`src/hw/bus_pkg.sv`:
```
`default_nettype none

package bus_pkg;

    localparam int addr_w = 16;
    localparam int data_w = 16;

    // Shared RAM depth and its word index width
    localparam int ram_words = 1024;
    localparam int ram_aw = $clog2(ram_words);

    // One request, held until the matching ready pulse
    typedef struct packed {
        logic              valid;
        logic              we;
        logic [addr_w-1:0] addr;
        logic [data_w-1:0] wdata;
    } bus_req_t;

    // Ready is a single-cycle strobe, rdata valid with it on reads
    typedef struct packed {
        logic              ready;
        logic [data_w-1:0] rdata;
    } bus_rsp_t;

endpackage

`default_nettype wire

```
`src/hw/bus_arbiter.sv`:
```
`timescale 1ns/10ps
`default_nettype none

module bus_arbiter (
    input  logic              clk,
    input  logic              reset,
    input  bus_pkg::bus_req_t host_req,
    output bus_pkg::bus_rsp_t host_rsp,
    input  bus_pkg::bus_req_t core_req,
    output bus_pkg::bus_rsp_t core_rsp,
    output bus_pkg::bus_req_t ram_req,
    input  bus_pkg::bus_rsp_t ram_rsp
);

    typedef enum logic [1:0] {
        gnt_idle,
        gnt_host,
        gnt_core
    } grant_t;

    grant_t grant;
    // High only in the first granted cycle, so the RAM takes each request once
    logic issue;

    always_ff @(posedge clk) begin
        if (!reset) begin
            grant <= gnt_idle;
            issue <= 1'b0;
        end else begin
            issue <= 1'b0;
            case (grant)
                gnt_idle: begin
                    if (host_req.valid) begin
                        grant <= gnt_host;
                        issue <= 1'b1;
                    end else if (core_req.valid) begin
                        grant <= gnt_core;
                        issue <= 1'b1;
                    end
                end
                default: begin
                    if (ram_rsp.ready) begin
                        grant <= gnt_idle;
                    end
                end
            endcase
        end
    end

    always_comb begin
        ram_req = (grant == gnt_host) ? host_req : core_req;
        ram_req.valid = issue;

        host_rsp.ready = ram_rsp.ready && (grant == gnt_host);
        host_rsp.rdata = ram_rsp.rdata;
        core_rsp.ready = ram_rsp.ready && (grant == gnt_core);
        core_rsp.rdata = ram_rsp.rdata;
    end

endmodule

`default_nettype wire

```
`config.mk`:
```
export PLATFORM = sky130hd
export DESIGN_NAME = bus_arbiter
export DESIGN_NICKNAME = d
export VERILOG_FILES = /design/src/hw/bus_pkg.sv /design/src/hw/bus_arbiter.sv
export SDC_FILE = /design/constraint.sdc
export NUM_CORES = 1
export LEC_CHECK = 0
export BUFFER_PORTS_ARGS = -buffer_cell sky130_fd_sc_hd__buf_2
export CORE_AREA = 2 2 60 62
export CTS_BUF_LIST = sky130_fd_sc_hd__clkbuf_4
export DETAILED_ROUTE_END_ITERATION = 6
export DIE_AREA = 0 0 62 64
export PLACE_DENSITY = 0.92
export SLEW_MARGIN = 5
export SYNTH_ARGS = -nofsm -noshare
export SYNTH_HDL_FRONTEND = slang
export SYNTH_SLANG_ARGS = --single-unit
```
`constraint.sdc`:
```
create_clock -name clk -period 2.32 [get_ports clk]
set_input_delay 0 -clock clk [delete_from_list [all_inputs] [get_ports clk]]
set_output_delay 0 -clock clk [all_outputs]
set_load 0.03 [all_outputs]
```
Yosys cells after proc, flatten, opt, wreduce, memory -nomap -nowiden
Index checks and enable logic that the tools add are counted.

$add $sub $neg: 0. Multipliers: 0. Divide/modulo/power cells: 0. Order comparisons: 0. Equality and inequality tests: 3. Shift-type cells: 0. Muxes and demuxes: 7. Bitwise gates (word level): 0. Reduce and logical (&&, ||, !) cells: 6.

Operators by type and width (count): $mux 33 (1); $mux 2 (4); $reduce_and 2->1 (2); $ne 3x3->1 const B (1); $eq 2x1->1 const B (1); $eq 2x2->1 const B (1); $logic_and 1x1->1 (2); $logic_not 2->1 (1); $mux 1 (2); $reduce_bool 2->1 (1).

Register bits: 3. Latch bits: 0. Bits in writable memories: 0. ROM bits: 0. Input bits: 87. Output and inout bits: 68. Logic and storage cells: 18. Memories: 0.

Longest topological paths before layout
Gate-level depths: netlist of run 1.

Word-level depth: 3. Depth in mapped cells: 4. Mapped depth without buffers: 2.

Least setup slack after synthesis of run 1
OpenSTA, ideal clock, no wires.

Path type: register to output. Start point: reg grant[0]. End point: out ram_req[10] in the netlist's numbering. Arrival: 1151 ps. Required time: 2320 ps. Path slack: 1169 ps. Cell stages (with the launch flop): 5. Path buffers: 2. Cell sequence: dfxtp_1 nor2b_2 buf_6 buf_12 mux2_4.

RTL lines: start, declared (RTL line bus_arbiter.sv:21) `grant_t grant;`; start signal, assigned (RTL line bus_arbiter.sv:27) `grant <= gnt_idle;`; start signal, assigned (RTL line bus_arbiter.sv:34) `grant <= gnt_host;`; start signal, assigned (RTL line bus_arbiter.sv:37) `grant <= gnt_core;`; end, declared (RTL line bus_arbiter.sv:11) `output bus_pkg::bus_req_t ram_req,`.

==> impl_metrics.ini, run 1 <==
[status]
status = complete, no violations

[clock_tree]
clockBufferDepth = 2
path_clk_slew_ns = 0.04
htreeDepth = 1
insertion_delay_ns = 0.23
cts_buffers = 3
root_buffer = clkbuf_4
holdBufCountCts = 0
cts.sinks = 3
post_cts_buffers = 0
cts_tree = built
cts.repair.resized = 0

[timing]
finalSetupTns_ns = 0
finalHoldViolCount = 0
grt_setup_unrepaired = false
slew_headroom_pct = 79.90
min_period_ns = 1.634
tightest_slew_ns = 0.2974
finClkSkew_ns = 0.003059
setup_viol = 0
max_freq_mhz = 612.1
maxSlewViolCount = 0
finalCritPeriodShare_pct = 70.42

[logic_synthesis]
synthAdderAreaFrac_pct = 0
synth_top_family_by_area = multiplexers
synth_compound_area_share_pct = 1.596
netlist_area_um2 = 940.9
synth.mux.area_fraction_pct = 51.06
ys_seq_area_share_pct = 6.383
synth_nets = 171
ys_ff_latch = 3
yosys.area_share.simple_pct = 7.048
synth_xor_area_share_pct = 0
synthCells = 84
synthDistinctLibCells = 14
syn_avg_cell_area_um2 = 11.20
yosysWarnings = 0

[layout]
seqCellArea_um2 = 60.06
layout_common_cells = buf_2, mux2_4, mux2_2, clkbuf_4, dfxtp_1
multi_input_area_um2 = 566.8
final_common_cell = buf_2
antenna_cells = 0
fin_area_um2 = 1260
fin_util_pct = 38.36
drive_gt1_share_pct = 92.45
fill_cells = 331
nets = 247
syn_to_final_growth_pct = 33.91

[drt]
drc = 0
ant_nets = 0
firstDrtPassIters = 2
routed_wirelength_um = 2296
vias = 843
drt_iter0_drc = 8
vias_per_cell = 4.112
wire_per_inst_um = 11.20

[floorplanning]
rows = 21
die_w_um = 62
io_pins = 155
initial_core_util_pct = 28.65
fp.dieH_um = 64
core_area_um2 = 3284
die_area_um2 = 3968

[critical_path]
end_kind = primary output
critPathLaunchType = register
cp_max_fo = 17
arrival_ns = 1.63
critPathKind = reg -> out
worstPathRequired_ns = 2.32

[global_route]
grt_pass1_vias = 703
overflow = 0
grt_usage_pct = 9.584
grt_antenna_before_repair = 0
grt_pass1_wl_um = 2898
grt_max_degree = 18

[placed_design]
portBuffers = 106
place.gp.congestion = 0.7010
post_dp_cell_area_um2 = 1230
hpwl_um = 2002

[worst_hold_path]
min_path_type = in -> out

[pwr]
p_leak_uw = 0.0007313
power_density_nw_per_um2 = 415.8
ir_drop_v = 0.0002196
power_uw = 523.9

[run]
drv_cap = 0
[synthesized netlist by cell type, drive strengths merged]
library cell / n / area share, %
and2: 1 / 0.67
nor2: 1 / 0.40
nor4b: 2 / 1.9
buf: 37 / 34
mux2: 33 / 51
dfxtp: 3 / 6.4
nor3b: 1 / 0.80
o21a: 2 / 1.6
nor2b: 3 / 2.3
and3b: 1 / 1.1
[stage by stage]
stage | hold slack, ns | instances | setup slack, ns
after floorplan | 0.1175 | 84 | 1.169
after global placement | 0.0002988 | 201 | 0.9646
after detailed placement | 0.0002988 | 201 | 0.9196
after CTS | 0.0002988 | 205 | 0.6574
after global routing | 0.00006678 | 205 | 0.5910
final | 0.00002269 | 205 | 0.6863
[report_power, final]
| group | internal [µW] | switching, µW |
|---|---|---|
| Clock | 76.2 | 27.9 |
| Sequential | 55.9 | 3.89 |
| Combinational | 169 | 191 |
| Total | 302 | 222 |
[area by class of cell]
class	instances	share of cell area (%)
Sequential cell	3	4.767
Clock buffer	4	2.383
Tap cell	46	4.568
Timing Repair Buffer	108	43.30
Multi-Input combinational cell	44	44.99
[metal layers]
| metal | global-route usage (%) | share of wire [%] | vias up |
|---|---|---|---|
| met2 | 17.58 | 49 | 65 |
| met1 | 10.32 | 39 | 372 |
| li1 | - | - | 406 |
| met4 | 1.862 | 0 | 0 |
| met5 | 0 | 0 | - |
| met3 | 3.036 | 12 | 0 |
[critical path, cell delays in order, from the launching register on]
cell     delay, ns
dfxtp_1       0.39
nor2b_4       0.17
buf_4         0.29
mux2_2        0.37
buf_2         0.18
[sequential cells by signal, indices dropped and copies added (netlist names)]
signal,cells
grant,2
issue,1
[worst paths after layout]
kind                     from      endpoint  slack, ns  cells after the start
setup reg to reg     grant[1]      grant[1]       1.44                      2
hold reg to reg      grant[0]         issue       0.53                      1
setup / recovery     grant[0]    ram_req[1]       0.69                      4
hold / removal    ram_rsp[11]  host_rsp[11]    0.00002                      0
[cell families (layout without fill, tap and decap cells)]
| family | Yosys count | in the layout |
|---|---|---|
| buf+inv | 37 | 112 |
| mux | 33 | 33 |
| simple gates | 9 | 9 |
| flops | 3 | 3 |
| compound gates | 2 | 2 |
Note: power is estimated with default switching activity, not from simulation.
==> run 2: changes to the inputs <==
==> constraint.sdc (replaced) <==
create_clock -name clk -period 1.7 [get_ports clk]
set_input_delay 0 -clock clk [delete_from_list [all_inputs] [get_ports clk]]
set_output_delay 0 -clock clk [all_outputs]
set_load 0.03 [all_outputs]
==> run 2 against run 1 <==
Register-to-register slack worse by 0.65 ns. Global-route usage is 0.91 points lower. Core utilization is 0.50 points higher.
==> impl_metrics.ini, run 2 (synthesis gave the netlist of run 1 again) <==
[floorplanning]
initial_core_util_pct = 28.65
fp.dieH_um = 64
die_w_um = 62
die_area_um2 = 3968
io_pins = 155
rows = 21
core_area_um2 = 3284

[timing]
grt_setup_unrepaired = false
min_period_ns = 1.578
max_freq_mhz = 633.7
finalCritPeriodShare_pct = 92.83
maxSlewViolCount = 0
finalHoldViolCount = 0
finClkSkew_ns = 0.004216
finalSetupTns_ns = 0
whs_ns = 0.00002269
tightest_slew_ns = 0.2631
slew_headroom_pct = 82.21
setup_viol = 0

[critical_path]
critPathKind = reg -> out
rrSetupSlack_ns = 0.79
r2r-end = grant[1]
path_cells = nor2b_4, buf_6, mux2_4, buf_2
critPathLaunchType = register
worstPathRequired_ns = 1.70
end_kind = primary output
crit_path_max_incr_delay_ns = 0.39
r2r_cells = 2
worstSetupStartpoint = grant[0]
cp_max_fo = 17
r2r_start = grant[1]
critPathSlowestCell = dfxtp_1
arrival_ns = 1.58
crit_path_end = ram_req[30]

[global_route]
grt_usage_pct = 8.677
busiest_layer = met2
grt_use_met1_pct = 8.991
grt_max_degree = 18
overflow = 0
grt_antenna_before_repair = 0
use_met2_pct = 15.49
grt_pass1_vias = 660
grt_pass1_wl_um = 2656
gr-usage-met3_pct = 3.239

[layout]
largest_register_ffs = 2
drive_gt1_share_pct = 92.45
reg_top3 = grant x2, issue x1
nets = 247
syn_to_final_growth_pct = 35.64
fin_util_pct = 38.86
final_common_cell = buf_2
layout_common_cells = buf_2, mux2_4, mux2_2, clkbuf_4, dfxtp_1
regMostFlops = grant
antenna_cells = 0
fin_area_um2 = 1276

[clock_tree]
insertion_delay_ns = 0.23
cts.sinks = 3
clockBufferDepth = 2
path_clk_slew_ns = 0.04
cts_tree = built
holdBufCountCts = 0
root_buffer = clkbuf_4
htreeDepth = 1
post_cts_buffers = 0
cts.repair.resized = 0
cts_buffers = 3

[drt]
drt_iter0_drc = 15
routed_wirelength_um = 2267
drc = 0
ant_nets = 0
wire_per_inst_um = 11.06
firstDrtPassIters = 4
vias = 838
vias_per_cell = 4.088

[run]
drv_cap = 0

[placed_design]
post_dp_cell_area_um2 = 1242
portBuffers = 106
place.gp.congestion = 0.6980
hpwl_um = 1988

[worst_hold_path]
min_path_type = in -> out
hp-start = ram_rsp[11]
whs_path_depth = 0

[status]
status = complete, no violations

[pwr]
ir_drop_v = 0.0003254
power_density_nw_per_um2 = 566.3
p_leak_uw = 0.0007355
-- run 2: changes by cell type in the layout (fill, tap and decap cells not counted) --
cell / before / now
buf_4: 2 / 0
buf_6: 0 / 1
buf_12: 0 / 1
-- run 2: critical path: cells and delay by family (launching register included) --
kind | cells | cell delay [ns]
AND/OR/NAND/NOR | 1 | 0.21
buffers and inverters | 2 | 0.42
multiplexers | 1 | 0.32
flip-flops | 1 | 0.39
-- run 2: where the power goes --
part / internal, µW / total (µW) / switching, µW
sequential: 76.3 / 81.6 / 5.29
combinational: 237 / 498 / 261
clock: 104 / 143 / 38.7
-- run 2: layer usage --
metal	routed length, µm	vias to the layer above	part of all wire [%]
li1	-	406	-
met1	849	365	37
met2	1096	67	48
met3	321	0	14
met4	0	0	0
met5	0	-	0
-- run 2: cell type report --
cell class,instances,area (µm²)
Fill cell,327,2008
Multi-Input combinational cell,44,566.8
Timing Repair Buffer,108,561.8
Sequential cell,3,60.06
Tap cell,46,57.56
Clock buffer,4,30.03
-- run 2: metrics by stage --
| step | power [µW] | std cells | setup slack, ns |
|---|---|---|---|
| after floorplan | 588.9 | 84 | 0.5491 |
| after global placement | 576.1 | 201 | 0.3271 |
| after detailed placement | 583.7 | 201 | 0.3019 |
| after CTS | 731.3 | 205 | 0.03491 |
| after global routing | 761.5 | 205 | 0.03873 |
| final | 722.7 | 205 | 0.1219 |
-- run 2: worst min-delay path by stage --
stage                        end  slack, ns
CTS                     grant[0]     0.0002
detailed placement   core_rsp[8]     0.0003
global placement     core_rsp[8]     0.0003
floorplan               grant[1]       0.12
global route        host_rsp[11]    0.00007
finish              host_rsp[11]    0.00002
==> run 3: changes to the inputs <==
--- a/config.mk
+++ b/config.mk
@@ -11,6 +11,7 @@
 export DETAILED_ROUTE_END_ITERATION = 6
 export DIE_AREA = 0 0 62 64
 export PLACE_DENSITY = 0.92
+export RECOVER_POWER = 100
 export SLEW_MARGIN = 5
 export SYNTH_ARGS = -nofsm -noshare
 export SYNTH_HDL_FRONTEND = slang
==> run 3 against run 2 <==
Sequential cell count did not move. Cell count did not move. Combinational power fell by 0.8%. Critical path type unchanged. Largest cell class unchanged. Die area did not move.
==> impl_metrics.ini, run 3 (synthesis gave the netlist of run 1 again) <==
[drt]
vias = 834
routed_wirelength_um = 2266
ant_nets = 0
firstDrtPassIters = 4
drt_iter0_drc = 16
drc = 0
vias_per_cell = 4.068
wire_per_inst_um = 11.05

[layout]
regMostFlops = grant
fill_cells = 332
nets = 247
final_common_cell = buf_2
antenna_cells = 0
layout_common_cells = buf_2, clkbuf_2, mux2_4, mux2_2, clkbuf_4
drive_gt1_share_pct = 91.19
fin_area_um2 = 1265
largest_register_ffs = 2
reg_top3 = grant x2, issue x1
fin_util_pct = 38.51
syn_to_final_growth_pct = 34.44

[clock_tree]
insertion_delay_ns = 0.23
cts_buffers = 3
post_cts_buffers = 0
cts_tree = built
path_clk_slew_ns = 0.04
clockBufferDepth = 2
cts.sinks = 3
root_buffer = clkbuf_4
htreeDepth = 1

[pwr]
p_sw_share_pct = 42.73
power_density_nw_per_um2 = 567.9
seq_power_share_pct = 11.4
ir_drop_v = 0.0003240
combPwrFrac_pct = 68.8
power_frac_clock_pct = 19.9
netSwitchingPower_uw = 306.9
p_int_uw = 411.4
p_leak_uw = 0.0007320

[floorplanning]
rows = 21
die_area_um2 = 3968
core_area_um2 = 3284
initial_core_util_pct = 28.65
die_w_um = 62
fp.dieH_um = 64
io_pins = 155

[timing]
slew_headroom_pct = 74.75
max_freq_mhz = 630.2
finalSetupTns_ns = 0
finClkSkew_ns = 0.004216
min_period_ns = 1.587
timing.final.ws_setup_ns = 0.1132
grt_setup_unrepaired = false
finalHoldViolCount = 0
maxSlewViolCount = 0
finalCritPeriodShare_pct = 93.34
setup_viol = 0
tightest_slew_ns = 0.3803
whs_ns = 0.00002269

[worst_hold_path]
min_path_type = in -> out

[critical_path]
worstPathRequired_ns = 1.70
end_kind = primary output
rrSetupSlack_ns = 0.79
crit_buf_inv = 2
crit_path_max_incr_delay_ns = 0.39
path_cells = nor2b_4, buf_6, mux2_2, clkbuf_2
arrival_ns = 1.59
critPathSlowestCell = dfxtp_1
cp_max_fo = 17
cp_top_family = buffers and inverters
critPathKind = reg -> out
critPathLaunchType = register

[placed_design]
post-place-ws_ns = 0.3019
place.gp.congestion = 0.6980
hpwl_um = 1988
portBuffers = 106
post_dp_cell_area_um2 = 1242

[status]
status = complete, no violations

[global_route]
grt_pass1_wl_um = 2656
overflow = 0
grt_usage_pct = 8.677
grt_antenna_before_repair = 0
grt_max_degree = 18
grt_pass1_vias = 660

[run]
drv_cap = 0
==> run 3: cell types whose count changed in the layout (fill, tap and decap cells not counted), sizes merged <==
cell,before,now
buf,108,75
clkbuf,4,37
==> run 3: routing by layer <==
metal	global-route usage [%]	routed length [µm]
met3	3.239	315
met1	8.991	866
met2	15.49	1083
met4	2.660	0
met5	0	0
==> run 3: final timing paths <==
check / from / end / cells past startpoint
setup / recovery: grant[0] / ram_req[0] / 4
hold reg to reg: grant[0] / issue / 1
hold / removal: ram_rsp[11] / host_rsp[11] / 0
setup reg to reg: grant[1] / grant[1] / 2
==> run 3: worst reg2reg max path, stage by stage (launching register included) <==
cell     delay [ns]
dfxtp_1        0.36
nor4b_1        0.33
o21a_1         0.17
==> run 3: area by class of cell <==
cell class / instances / area, µm² / area share, %
clock buffer: 4 / 30.03 / 2.374
sequential: 3 / 60.06 / 4.748
tap: 46 / 57.56 / 4.550
timing repair buffer: 108 / 550.5 / 43.52
multi-input combinational: 44 / 566.8 / 44.81
==> run 3: timing repair <==
action,4_1_cts,5_1_grt
hold buffers,0,0
gates resized for setup,0,1
setup endpoints to repair,0,16
==> run 3: power by group through the flow <==
stage | Clock [µW] | Combinational, µW | Sequential, µW
after floorplan | 0 | 508 | 81.2
after global placement | 0 | 494 | 82.3
after detailed placement | 0 | 501 | 82.6
after CTS | 148 | 502 | 81.6
after global routing | 151 | 523 | 82.9
final | 143 | 494 | 81.7
==> run 3: metrics by stage <==
step                      total power (µW)  instances
final                                718.4        205
after global routing                 757.2        205
after CTS                            731.3        205
after detailed placement             583.7        201
after global placement               576.1        201
after floorplan                      588.9         84
